## config.mk

```make
export PLATFORM = sky130hd
export DESIGN_NAME = sincos_unit
export DESIGN_NICKNAME = d
export VERILOG_FILES = /design/src/cordic_pkg.sv /design/src/cordic_if.sv /design/src/phase_fold.sv /design/src/cordic_rotator.sv /design/src/quadrant_unfold.sv /design/src/sincos_unit.sv
export SDC_FILE = /design/constraint.sdc
export NUM_CORES = 1
export LEC_CHECK = 0
export ABC_AREA = 1
export BUFFER_PORTS_ARGS = -buffer_cell sky130_fd_sc_hd__buf_4
export CAP_MARGIN = 30
export CORE_ASPECT_RATIO = 0.8
export CORE_MARGIN = 4
export CORE_UTILIZATION = 45
export DETAILED_ROUTE_END_ITERATION = 7
export GPL_TIMING_DRIVEN = 0
export PLACE_DENSITY = 0.7
export SYNTH_ARGS = -nofsm -noshare
export SYNTH_HDL_FRONTEND = slang
export SYNTH_SLANG_ARGS = --single-unit
```

## constraint.sdc

```tcl
create_clock -name i_clk -period 5.3 [get_ports i_clk]
set_input_delay 0.53 -clock i_clk [delete_from_list [all_inputs] [get_ports i_clk]]
set_output_delay 0.53 -clock i_clk [all_outputs]
set_load 0.01 [all_outputs]
```

## src/cordic_pkg.sv

```systemverilog
`default_nettype none

package cordic_pkg;

   localparam int unsigned PHASE_W = 16;                 // phase word, one full turn
   localparam int unsigned DATA_W  = 18;                 // signed x, y, angle and results
   localparam int unsigned ITER_N  = 16;                 // micro-rotations per result
   localparam int unsigned CNT_W   = 5;                  // holds 0 .. ITER_N

   localparam logic [18:0] TWO_PI_Q16 = 19'd411775;      // 2*pi * 2^16, rounded
   localparam logic signed [DATA_W-1:0] CORDIC_K_Q16 = 18'sd39797;  // 0.607253 in Q1.16

   typedef enum logic [1:0] {
      Q0,                                                // 0 .. pi/2
      Q1,                                                // pi/2 .. pi
      Q2,                                                // pi .. 3pi/2
      Q3                                                 // 3pi/2 .. 2pi
   } quadrant_e;

   typedef enum logic [1:0] {
      IDLE,                                              // waiting for start
      ROTATE,                                            // micro-rotations in progress
      DONE                                               // x/y hold cos/sin
   } rot_state_e;

   // arctan(2^-i) in 2^-16 rad
   function automatic logic signed [DATA_W-1:0] atan_lut(input logic [CNT_W-1:0] i);
      logic signed [DATA_W-1:0] a;
      case (i)
         5'd0:    a = 18'sh0c90f;                        // pi/4
         5'd1:    a = 18'sh076b1;
         5'd2:    a = 18'sh03eb6;
         5'd3:    a = 18'sh01fd5;
         5'd4:    a = 18'sh00ffa;
         5'd5:    a = 18'sh007ff;                        // from here close to 2^-i
         5'd6:    a = 18'sh003ff;
         5'd7:    a = 18'sh001ff;
         5'd8:    a = 18'sh000ff;
         5'd9:    a = 18'sh0007f;
         5'd10:   a = 18'sh0003f;
         5'd11:   a = 18'sh0001f;
         5'd12:   a = 18'sh0000f;
         5'd13:   a = 18'sh00007;
         5'd14:   a = 18'sh00003;
         5'd15:   a = 18'sh00001;                        // last useful step
         default: a = '0;
      endcase
      return a;
   endfunction

endpackage

`default_nettype wire

```

## src/cordic_if.sv

```systemverilog
`timescale 1ns/1ps
`default_nettype none

interface cordic_if import cordic_pkg::*; ();

   logic signed [DATA_W-1:0] angle;                      // target angle, first quadrant
   quadrant_e                quadrant;                   // quadrant of the phase
   logic                     start;                      // request level, registered
   logic                     abort;                      // request gone, clear everything
   logic                     done;                       // x/y final
   logic signed [DATA_W-1:0] x;                          // cos, first quadrant
   logic signed [DATA_W-1:0] y;                          // sin, first quadrant

   modport fold (
      output angle, quadrant, start, abort
   );

   modport rot (
      input  angle, start, abort,
      output x, y, done
   );

   modport unfold (
      input  quadrant, x, y, done, abort
   );

endinterface

`default_nettype wire

```

## src/phase_fold.sv

```systemverilog
`timescale 1ns/1ps
`default_nettype none

module phase_fold import cordic_pkg::*; (
   input  logic               i_clk,
   input  logic               i_nrst,
   input  logic               i_req,
   input  logic [PHASE_W-1:0] i_phase,
   cordic_if.fold             fold
);

   localparam int unsigned FRAC_W = 16;                  // radian fraction bits
   localparam int unsigned PROD_W = PHASE_W - 2 + $bits(TWO_PI_Q16);

   logic                     req_q;                      // request seen on last edge
   logic                     capture;                    // first sampled request edge
   logic [PROD_W-1:0]        prod;                       // in-quadrant phase * 2pi
   logic [PROD_W-1:0]        prod_rnd;                   // rounded before the shift
   logic [DATA_W-1:0]        rad;                        // angle in 2^-16 rad, < pi/2
   logic signed [DATA_W-1:0] angle_q;
   quadrant_e                quad_q;

   assign capture  = i_req & ~req_q;                     // rising request only

   // phase/2^16 of a turn -> 2*pi*phase in 2^-16 rad
   assign prod     = PROD_W'(i_phase[PHASE_W-3:0]) * PROD_W'(TWO_PI_Q16);
   assign prod_rnd = prod + PROD_W'(1 << (FRAC_W - 1)); // half LSB
   assign rad      = DATA_W'(prod_rnd[PROD_W-1:FRAC_W]); // max 102938, zero extended

   always_ff @(posedge i_clk or negedge i_nrst) begin
      if (!i_nrst) begin
         req_q <= 1'b0;
      end else begin
         req_q <= i_req;                                 // falls one edge after a drop
      end
   end

   always_ff @(posedge i_clk) begin
      if (capture) begin
         quad_q  <= quadrant_e'(i_phase[PHASE_W-1 -: 2]); // top two bits
         angle_q <= signed'(rad);
      end
   end

   assign fold.angle    = angle_q;
   assign fold.quadrant = quad_q;
   assign fold.start    = req_q;                         // held while request persists
   assign fold.abort    = ~req_q;                        // also high out of reset

endmodule

`default_nettype wire

```

## src/cordic_rotator.sv

```systemverilog
`timescale 1ns/1ps
`default_nettype none

module cordic_rotator import cordic_pkg::*; #(
   parameter int N_ITER = 16
) (
   input  logic   i_clk,
   input  logic   i_nrst,
   cordic_if.rot  rot
);

   localparam logic [CNT_W-1:0] LAST = CNT_W'(N_ITER - 1);  // index of final step

   rot_state_e               state;
   logic [CNT_W-1:0]         count;                      // step index, also shift amount
   logic signed [DATA_W-1:0] beta;                       // accumulated angle
   logic signed [DATA_W-1:0] x_r;
   logic signed [DATA_W-1:0] y_r;
   logic signed [DATA_W-1:0] a;                          // arctan for this step
   logic signed [DATA_W-1:0] x_shift;
   logic signed [DATA_W-1:0] y_shift;
   logic signed [DATA_W-1:0] beta_new;
   logic signed [DATA_W-1:0] x_new;
   logic signed [DATA_W-1:0] y_new;
   logic                     sigma;                      // 1 = rotate counter-clockwise
   logic                     step_en;

   assign a        = atan_lut(count);
   assign x_shift  = x_r >>> count;                      // arithmetic, keeps sign
   assign y_shift  = y_r >>> count;

   // still below target -> rotate forward, else back
   assign sigma    = (beta > rot.angle) ? 1'b0 : 1'b1;
   assign beta_new = sigma ? beta + a    : beta - a;
   assign x_new    = sigma ? x_r - y_shift : x_r + y_shift;
   assign y_new    = sigma ? y_r + x_shift : y_r - x_shift;

   // step 0 happens on the edge that leaves IDLE
   assign step_en  = (state == ROTATE) || ((state == IDLE) && rot.start);

   always_ff @(posedge i_clk or negedge i_nrst) begin
      if (!i_nrst) begin
         state <= IDLE;
         count <= '0;
         beta  <= '0;
         x_r   <= CORDIC_K_Q16;                          // gain folded into start vector
         y_r   <= '0;
      end else if (rot.abort) begin
         state <= IDLE;                                  // request dropped
         count <= '0;
         beta  <= '0;
         x_r   <= CORDIC_K_Q16;
         y_r   <= '0;
      end else begin
         if (step_en) begin
            count <= count + 1'b1;
            beta  <= beta_new;
            x_r   <= x_new;
            y_r   <= y_new;
         end
         case (state)
            IDLE: begin
               if (rot.start) begin
                  state <= ROTATE;
               end
            end
            ROTATE: begin
               if (count == LAST) begin
                  state <= DONE;                         // after step N_ITER-1
               end
            end
            default: begin
               state <= DONE;                            // hold until abort
            end
         endcase
      end
   end

   assign rot.done = (state == DONE);
   assign rot.x    = x_r;                                // cos of folded angle
   assign rot.y    = y_r;                                // sin of folded angle

endmodule

`default_nettype wire

```

## src/quadrant_unfold.sv

```systemverilog
`timescale 1ns/1ps
`default_nettype none

module quadrant_unfold import cordic_pkg::*; (
   input  logic                     i_clk,
   input  logic                     i_nrst,
   cordic_if.unfold                 unf,
   output logic signed [DATA_W-1:0] o_sin,
   output logic signed [DATA_W-1:0] o_cos,
   output logic                     o_ack
);

   logic signed [DATA_W-1:0] sin_d;                      // sin in the true quadrant
   logic signed [DATA_W-1:0] cos_d;

   // rotate the first-quadrant vector by quadrant * pi/2
   always_comb begin
      case (unf.quadrant)
         Q1: begin
            cos_d = -unf.y;
            sin_d = unf.x;
         end
         Q2: begin
            cos_d = -unf.x;
            sin_d = -unf.y;
         end
         Q3: begin
            cos_d = unf.y;
            sin_d = -unf.x;
         end
         default: begin                                  // Q0, as computed
            cos_d = unf.x;
            sin_d = unf.y;
         end
      endcase
   end

   always_ff @(posedge i_clk or negedge i_nrst) begin
      if (!i_nrst) begin
         o_sin <= '0;
         o_cos <= '0;
         o_ack <= 1'b0;
      end else if (unf.abort) begin
         o_ack <= 1'b0;                                  // last result left in place
      end else if (unf.done && !o_ack) begin
         o_sin <= sin_d;                                 // loaded once per request
         o_cos <= cos_d;
         o_ack <= 1'b1;
      end
   end

endmodule

`default_nettype wire

```

## src/sincos_unit.sv

```systemverilog
`timescale 1ns/1ps
`default_nettype none

module sincos_unit import cordic_pkg::*; #(
   parameter int N_ITER = ITER_N
) (
   input  logic                     i_clk,
   input  logic                     i_nrst,
   input  logic                     i_req,
   input  logic [PHASE_W-1:0]       i_phase,
   output logic signed [DATA_W-1:0] o_sin,
   output logic signed [DATA_W-1:0] o_cos,
   output logic                     o_ack
);

   cordic_if cif ();                                     // fold -> rotate -> unfold

   // edge 0: phase, quadrant and angle captured
   phase_fold u_fold (
      .i_clk   (i_clk),
      .i_nrst  (i_nrst),
      .i_req   (i_req),
      .i_phase (i_phase),
      .fold    (cif.fold)
   );

   // edges 1 .. N_ITER: one micro-rotation each
   cordic_rotator #(
      .N_ITER (N_ITER)
   ) u_rot (
      .i_clk  (i_clk),
      .i_nrst (i_nrst),
      .rot    (cif.rot)
   );

   // one edge after done: outputs and ack
   quadrant_unfold u_unfold (
      .i_clk  (i_clk),
      .i_nrst (i_nrst),
      .unf    (cif.unfold),
      .o_sin  (o_sin),
      .o_cos  (o_cos),
      .o_ack  (o_ack)
   );

endmodule

`default_nettype wire

```

==> results of run 1 <==
[final timing paths]
kind / end / cells after the start
max in group asynchronous: u_rot.rot.x[9] / 2
hold reg to reg: u_unfold.o_cos[15] / 2
setup / recovery: u_fold.fold.angle[13] / 19
hold / removal: u_fold.fold.start / 1
setup reg to reg: u_rot.beta[12] / 24
min in group i_clk: u_fold.fold.start / 1
[layer usage]
layer | vias to the layer above | wire [um] | track usage [%] | share of wire (%)
li1 | 7686 | - | - | -
met3 | 89 | 5689 | 5.269 | 10
met2 | 813 | 20890 | 38.25 | 38
met4 | 2 | 1238 | 7.107 | 2.3
met1 | 7724 | 26530 | 45.24 | 49
met5 | - | 16 | 0 | 0.029
[sequential cells by signal, indices dropped and copies added, names as in the netlist]
| name | cells |
|---|---|
| u_unfold.o_ack | 1 |
| u_rot.count | 5 |
| u_unfold.o_sin | 18 |
| u_rot.beta | 18 |
| u_fold.fold.quadrant | 2 |
| u_rot.rot.y | 18 |
| u_fold.fold.start | 1 |
| u_unfold.o_cos | 18 |
| u_rot.rot.x | 18 |
| u_fold.fold.angle | 17 |
| u_rot.state | 2 |
[cell type report]
class                   instances  area, um2
multi-input cells            1738      11650
clock inverters                15      116.4
flip-flops and latches        118       3060
plain buffers                  70      336.6
fillers                      3448      16980
repair buffers                 69      553.0
inverters                     329       1242
well taps                     472      590.6
clock buffers                  17      425.4
[cell families after synthesis]
logic type	after synthesis	share of synthesized area, %
adders and majority gates	292	26.32
AOI/OAI and AO/OA	417	14.86
DFF	118	19.10
xor gates and xnor gates	87	4.757
buffers and inverters	399	9.810
and+or+nand+nor	942	25.15
[timing repair]
action | CTS | global route
setup endpoints to repair | 5 | 10
pin swaps | 2 | 19
hold buffers | 0 | 0
endpoints found under the hold margin | 0 | 0
setup buffers | 2 | 10
cloned | 0 | 0
resized for setup | 5 | 47
[stage by stage]
stage	TNS [ps]	hold slack [ps]	cells	worst slack [ps]	utilization, %
final	0	66.08	2828	94.78	51.42
after global routing	-85.01	97.26	2828	-45.22	51.42
after CTS	-69.43	70.43	2818	-69.43	50.52
after detailed placement	-5590	469.0	2784	-823.4	48.84
after global placement	-5169	466.3	2782	-799.3	48.72
after floorplan	0	234.4	2255	15.55	-
[cell usage in the layout (no fill, tap or decap), types with 8 or more instances in the layout]
master | Yosys | final
a21oi_1 | 144 | 139
a221oi_1 | 8 | 8
a31oi_1 | 9 | 9
buf_2 | 20 | 20
buf_4 | 5 | 71
clkbuf_1 | 39 | 39
clkbuf_16 | 0 | 17
dfrtp_1 | 89 | 89
dfstp_2 | 10 | 10
edfxtp_1 | 19 | 19
fa_1 | 75 | 68
ha_1 | 217 | 205
ha_4 | 0 | 12
inv_1 | 319 | 315
inv_2 | 7 | 9
nand2_1 | 539 | 531
nand2_2 | 10 | 17
nand3_1 | 176 | 176
nand3_2 | 9 | 9
nand4_1 | 28 | 28
nor2_1 | 134 | 133
nor2_2 | 8 | 9
nor3_1 | 15 | 14
o2111ai_1 | 8 | 8
o211ai_1 | 11 | 11
o21a_1 | 8 | 8
o21ai_0 | 142 | 140
o21ai_1 | 10 | 11
o221ai_1 | 11 | 10
o22ai_1 | 33 | 33
xnor2_1 | 22 | 22
xor2_1 | 65 | 65
==> impl_metrics.json, run 1 <==
{
  "final_cell_area_um2": 17970,
  "cp_cell_sequence": "buf_8 -> clkinvlp_4 -> fa_2 -> inv_2 -> fa_1 -> fa_2 -> inv_1 -> fa_1 -> fa_1 -> ha_4 -> ha_4 -> a21oi_1 -> inv_1 -> a21oi_1 -> o21ai_0 -> a21o_1 -> a21boi_4 -> o221ai_2 -> xor2_1",
  "cts_buffer_depth": 2,
  "clock_latency_ps": 450,
  "core_um2": 34960,
  "grt_pass1_vias": 15230,
  "drc": 0,
  "syn_nets": 2566,
  "drive_gt1_share_pct": 9.720,
  "syn_inst": 2255,
  "first_pass_iters": 6,
  "fin_worst_skew_ps": 13.34,
  "finalCritPeriodShare_pct": 98.21,
  "overflow": 0,
  "antenna_found_initial": 1,
  "critical_path.endpoint_type": "flop",
  "cp_common_cell": "fa_1",
  "synth_top_area_share_pct": 16.95,
  "ys.flop_type": "dfrtp_1",
  "path_class": "primary input to flop",
  "ant_nets": 0,
  "drv_slew": 0,
  "htree_levels": 4,
  "cp_num_buf_inv": 5,
  "worstPathArrival_ps": 5380,
  "initial_utilization_pct": 45.83,
  "hpwl_mm": 43.73,
  "antenna_cells": 0,
  "layout.nets": 2654,
  "cp_top_family": "adder cells",
  "cts-root-buf": "clkbuf_16",
  "grtUsageTotal_pct": 28.19,
  "vias": 16310,
  "cp.required_ps": 5480,
  "ios": 56,
  "wirelength_mm": 54.36,
  "syn_to_final_growth_pct": 12.20,
  "die_h_um": 176.8,
  "hold_viol_final": 0,
  "status": "completed",
  "cts_buffers": 17,
  "wl_per_cell_um": 19.22,
  "dpl_cell_area_um2": 17070,
  "core.rowCount": 61,
  "die_w_um": 218.9,
  "clock.fmax_ghz": 0.1921,
  "grt_pass1_wl_mm": 85.67,
  "setup_violations": 0,
  "synth_common_cells": "nand2_1 (539), inv_1 (319), ha_1 (217)",
  "ys_types": 51,
  "fin_crit_ps": 5205,
  "min_path_type": "primary input to asynchronous set/reset pin",
  "slowest_delay_ps": 650,
  "crit_path_start_kind": "primary input",
  "crit_fanout": 5,
  "reg2reg_slack_ps": 450,
  "cts_tree": "yes",
  "synth_edf_count": 19,
  "yosysTopAreaCell": "ha_1",
  "clk_pin_slew_worst_paths_ps": 60,
  "postSynthAreaPerCell_um2": 7.104,
  "timing.rr.start": "u_rot.beta[16]",
  "critPathLaunch": "i_phase[12]",
  "ys_seq_area_share_pct": 19.10,
  "synth-seq-cells": 118,
  "syn-cell-area_um2": 16020,
  "grt_max_degree": 59,
  "async_flop_share_pct": 83.90,
  "cp_slowest_cell": "fa_2",
  "relSlewSlack_pct": 37.29,
  "yosysMostFrequentCell": "nand2_1",
  "worst_pin_slew_ps": 940.7,
  "port-buffer-count": 55,
  "detailedRoute.firstIterationViolations": 1782,
  "routed_via_density": 5.769,
  "yosys-top-cells-area": "ha_1 (17%), dfrtp_1 (14%), nand2_1 (13%)",
  "yosysWarnings": 0,
  "cts_sinks": 118,
  "gp_congestion": 1.024,
  "cap_violations": 0,
  "die_area_um2": 38700
}
Power of run 1 is left out: the tool's default activity adds up to more than one toggle a clock period on the data nets, which glitch-free logic cannot reach.
==> run 2: changes to the inputs <==
--- a/config.mk
+++ b/config.mk
@@ -5,15 +5,16 @@
 export SDC_FILE = /design/constraint.sdc
 export NUM_CORES = 1
 export LEC_CHECK = 0
-export ABC_AREA = 1
+export ABC_AREA = 0
 export BUFFER_PORTS_ARGS = -buffer_cell sky130_fd_sc_hd__buf_4
 export CAP_MARGIN = 30
 export CORE_ASPECT_RATIO = 0.8
-export CORE_MARGIN = 4
+export CORE_MARGIN = 3
 export CORE_UTILIZATION = 45
 export DETAILED_ROUTE_END_ITERATION = 7
 export GPL_TIMING_DRIVEN = 0
 export PLACE_DENSITY = 0.7
+export SETUP_SLACK_MARGIN = 0.2
 export SYNTH_ARGS = -nofsm -noshare
 export SYNTH_HDL_FRONTEND = slang
 export SYNTH_SLANG_ARGS = --single-unit
==> run 2 against run 1 <==
The flow now finishes with violations (negative setup slack). Global-route usage about the same. Sequential share of layout area down 0.94 points. Via count shrank 8.3%. Non-clock buffer count rose by 88. Largest cell class unchanged. Design area grew 5.8%. Critical path type unchanged. Die area shrank 1.1%.
==> impl_metrics.json, run 2 <==
{
  "initial_utilization_pct": 46.08,
  "p_switching_mw": 6.228,
  "timing.rr.start": "u_rot.count[0]",
  "postSynthAreaPerCell_um2": 8.913,
  "detailedRoute.firstIterationViolations": 1628,
  "min_path_type": "primary input to asynchronous set/reset pin",
  "synth_top_area_share_pct": 16.78,
  "fin_tns_setup_ps": -1081,
  "slowest_delay_ps": 550,
  "overflow": 0,
  "layout_commonest_cell": "ha_1",
  "antenna_cells": 0,
  "synth-seq-cells": 118,
  "rsz0062_at_grt": "true",
  "clock_power_share_pct": 10.3,
  "grt_max_degree": 56,
  "violations": "negative setup slack",
  "htree_levels": 4,
  "p_int_mw": 6.602,
  "yosysWarnings": 0,
  "setup_violations": 10,
  "yosysMostFrequentCell": "ha_1",
  "p_leak_nw": 8.815,
  "syn-cell-area_um2": 16180,
  "syn_to_final_growth_pct": 17.58,
  "clk_pin_slew_worst_paths_ps": 70,
  "cts-root-buf": "clkbuf_16",
  "comb_power_share_pct": 77.5,
  "worstPathArrival_ps": 5640,
  "wl_per_cell_um": 22.05,
  "cp.required_ps": 5490,
  "dp_slack_ps": -1269,
  "fin_crit_ps": 5457,
  "hold_viol_final": 0,
  "wirelength_mm": 53.76,
  "drc": 0,
  "die_area_um2": 38270,
  "port-buffer-count": 55,
  "drv_slew": 0,
  "grt_pass1_vias": 14880,
  "cts_tree": "yes",
  "vdd_drop_max_mv": 0.4834,
  "relSlewSlack_pct": 38.63,
  "path_class": "primary input to flop",
  "reg2reg_slack_ps": 90,
  "dpl_cell_area_um2": 17310,
  "critical_path.endpoint_type": "flop",
  "routed_via_density": 6.135,
  "synth_edf_count": 19,
  "grtUsageTotal_pct": 28.14,
  "reg2reg_to": "u_rot.rot.x[17]",
  "drive_gt1_share_pct": 19.53,
  "ys_seq_area_share_pct": 18.92,
  "grt_pass1_wl_mm": 84.08,
  "gp_congestion": 1.035,
  "first_pass_iters": 5,
  "die_w_um": 218.0,
  "worst_pin_slew_ps": 920.5,
  "seqPwrFrac_pct": 12.2,
  "p_per_area_nw_per_um2": 674.5,
  "ys_types": 83,
  "crit_path_start_kind": "primary input",
  "yosysTopAreaCell": "ha_1",
  "ys.flop_type": "dfrtp_1",
  "yosys-top-cells-area": "ha_1 (17%), dfrtp_1 (14%), fa_1 (9.3%)",
  "syn_nets": 2126,
  "status": "finished, violations left",
  "core_um2": 35110,
  "async_flop_share_pct": 83.90,
  "cap_violations": 0,
  "layout.nets": 2264,
  "final_cell_area_um2": 19020,
  "critPathLaunch": "i_phase[10]",
  "syn_inst": 1815,
  "nFillCells": 3188,
  "layout_setup_ws_ps": -157.5,
  "most-common-layout-cells": "ha_1 (209), inv_1 (179), nor2_1 (153)",
  "hpwl_mm": 41.47,
  "r2r_cells": 19,
  "cp_slowest_cell": "fa_1",
  "cts_sinks": 118,
  "multiInputGateArea_um2": 12410,
  "cp_cell_sequence": "buf_4 -> fa_2 -> buf_6 -> buf_4 -> ha_1 -> inv_1 -> fa_1 -> fa_1 -> inv_1 -> fa_1 -> ha_1 -> ha_1 -> and2_1 -> nand3_2 -> or3_4 -> a41oi_4 -> o21ai_2 -> a21oi_1 -> nand2b_4 -> a21o_1 -> a21oi_2 -> xnor2_1",
  "antenna_found_initial": 0,
  "die_h_um": 175.6,
  "swShare_pct": 48.54,
  "finalCritPeriodShare_pct": 103.0,
  "cts_buffer_depth": 2,
  "vias": 14960,
  "regArea_um2": 3060,
  "endpoint": "u_fold.fold.angle[10]",
  "clock.fmax_ghz": 0.1832,
  "core.rowCount": 61,
  "crit_fanout": 6,
  "ios": 56,
  "clock_latency_ps": 450,
  "synth_common_cells": "ha_1 (217), inv_1 (186), nor2_1 (158)",
  "fin_worst_skew_ps": 14.79,
  "cts_buffers": 17,
  "ant_nets": 0
}
==> run 2: area by class of cell <==
class,instances,share of cell area [%]
Timing Repair Buffer,119,5.328
Clock inverter,7,0.7236
Clock buffer,25,2.717
Sequential cell,118,16.09
Buffer,108,3.000
Tap cell,472,3.105
Multi-Input combinational cell,1400,65.26
Inverter,189,3.776
==> run 2: critical path, delay by kind of cell <==
kind	cells	cell delay, ps
AO/OA/AOI/OAI	5	720
XOR/XNOR	1	150
AND/OR/NAND/NOR	4	830
buffers and inverters	5	530
adder cells (fa/ha/maj)	7	2890
==> run 2: power groups by stage <==
| stage | Clock (mW) | Sequential [mW] | Combinational, mW |
|---|---|---|---|
| global placement | 0 | 1.56 | 8.43 |
| floorplan | 0 | 1.44 | 6.70 |
| detailed placement | 0 | 1.56 | 8.63 |
| global route | 1.37 | 1.58 | 11.0 |
| finish | 1.32 | 1.56 | 9.94 |
| CTS | 1.33 | 1.55 | 9.12 |
==> run 2: logic make-up after synthesis <==
kind of cell    after synthesis  synth area share (%)
xor+xnor                    105                 5.685
mux                         120                 12.15
fa+ha+maj                   292                 26.07
flops                       118                 18.92
compound gates              382                 15.23
buf+inv                     297                 7.131
simple gates                501                 14.82
==> run 2: repair_timing <==
| action | in CTS | in global routing |
|---|---|---|
| gates cloned | 0 | 2 |
| endpoints found under the setup margin | 52 | 34 |
| pin swaps | 33 | 42 |
| hold buffers | 0 | 0 |
| buffers inserted | 24 | 34 |
| resized for setup | 82 | 97 |
==> run 2: how the worst min path moves through the flow <==
stage                               endpoint  slack, ps  cells past startpoint
final                        u_rot.rot.x[10]        100                      1
after global routing      u_unfold.o_sin[15]        160                      1
after CTS                    u_rot.rot.x[16]        110                      1
after detailed placement   u_unfold.o_sin[7]        470                      2
after global placement    u_unfold.o_sin[15]        470                      1
after floorplan            u_fold.fold.start        230                      0
==> run 2: metrics by stage <==
step | total power, mW | cells | hold slack (ps) | util [%]
2_1_floorplan | 8.139 | 1815 | 234.4 | -
6_report | 12.83 | 2438 | 97.15 | 54.18
4_1_cts | 11.99 | 2402 | 112.0 | 52.33
3_3_place_gp | 9.981 | 2342 | 465.8 | 49.13
3_5_place_dp | 10.19 | 2346 | 473.2 | 49.31
5_1_grt | 13.99 | 2438 | 156.3 | 54.18
==> run 2: metal layers <==
metal  global-route usage (%)  share of wire, %  vias to the layer above
li1                         -                 -                     6694
met5                        0                 0                        -
met3                    6.503                10                      128
met2                    42.96                44                      787
met1                    39.51                42                     7349
met4                    9.372               3.3                        0
Note: power is estimated with default switching activity, not from simulation.
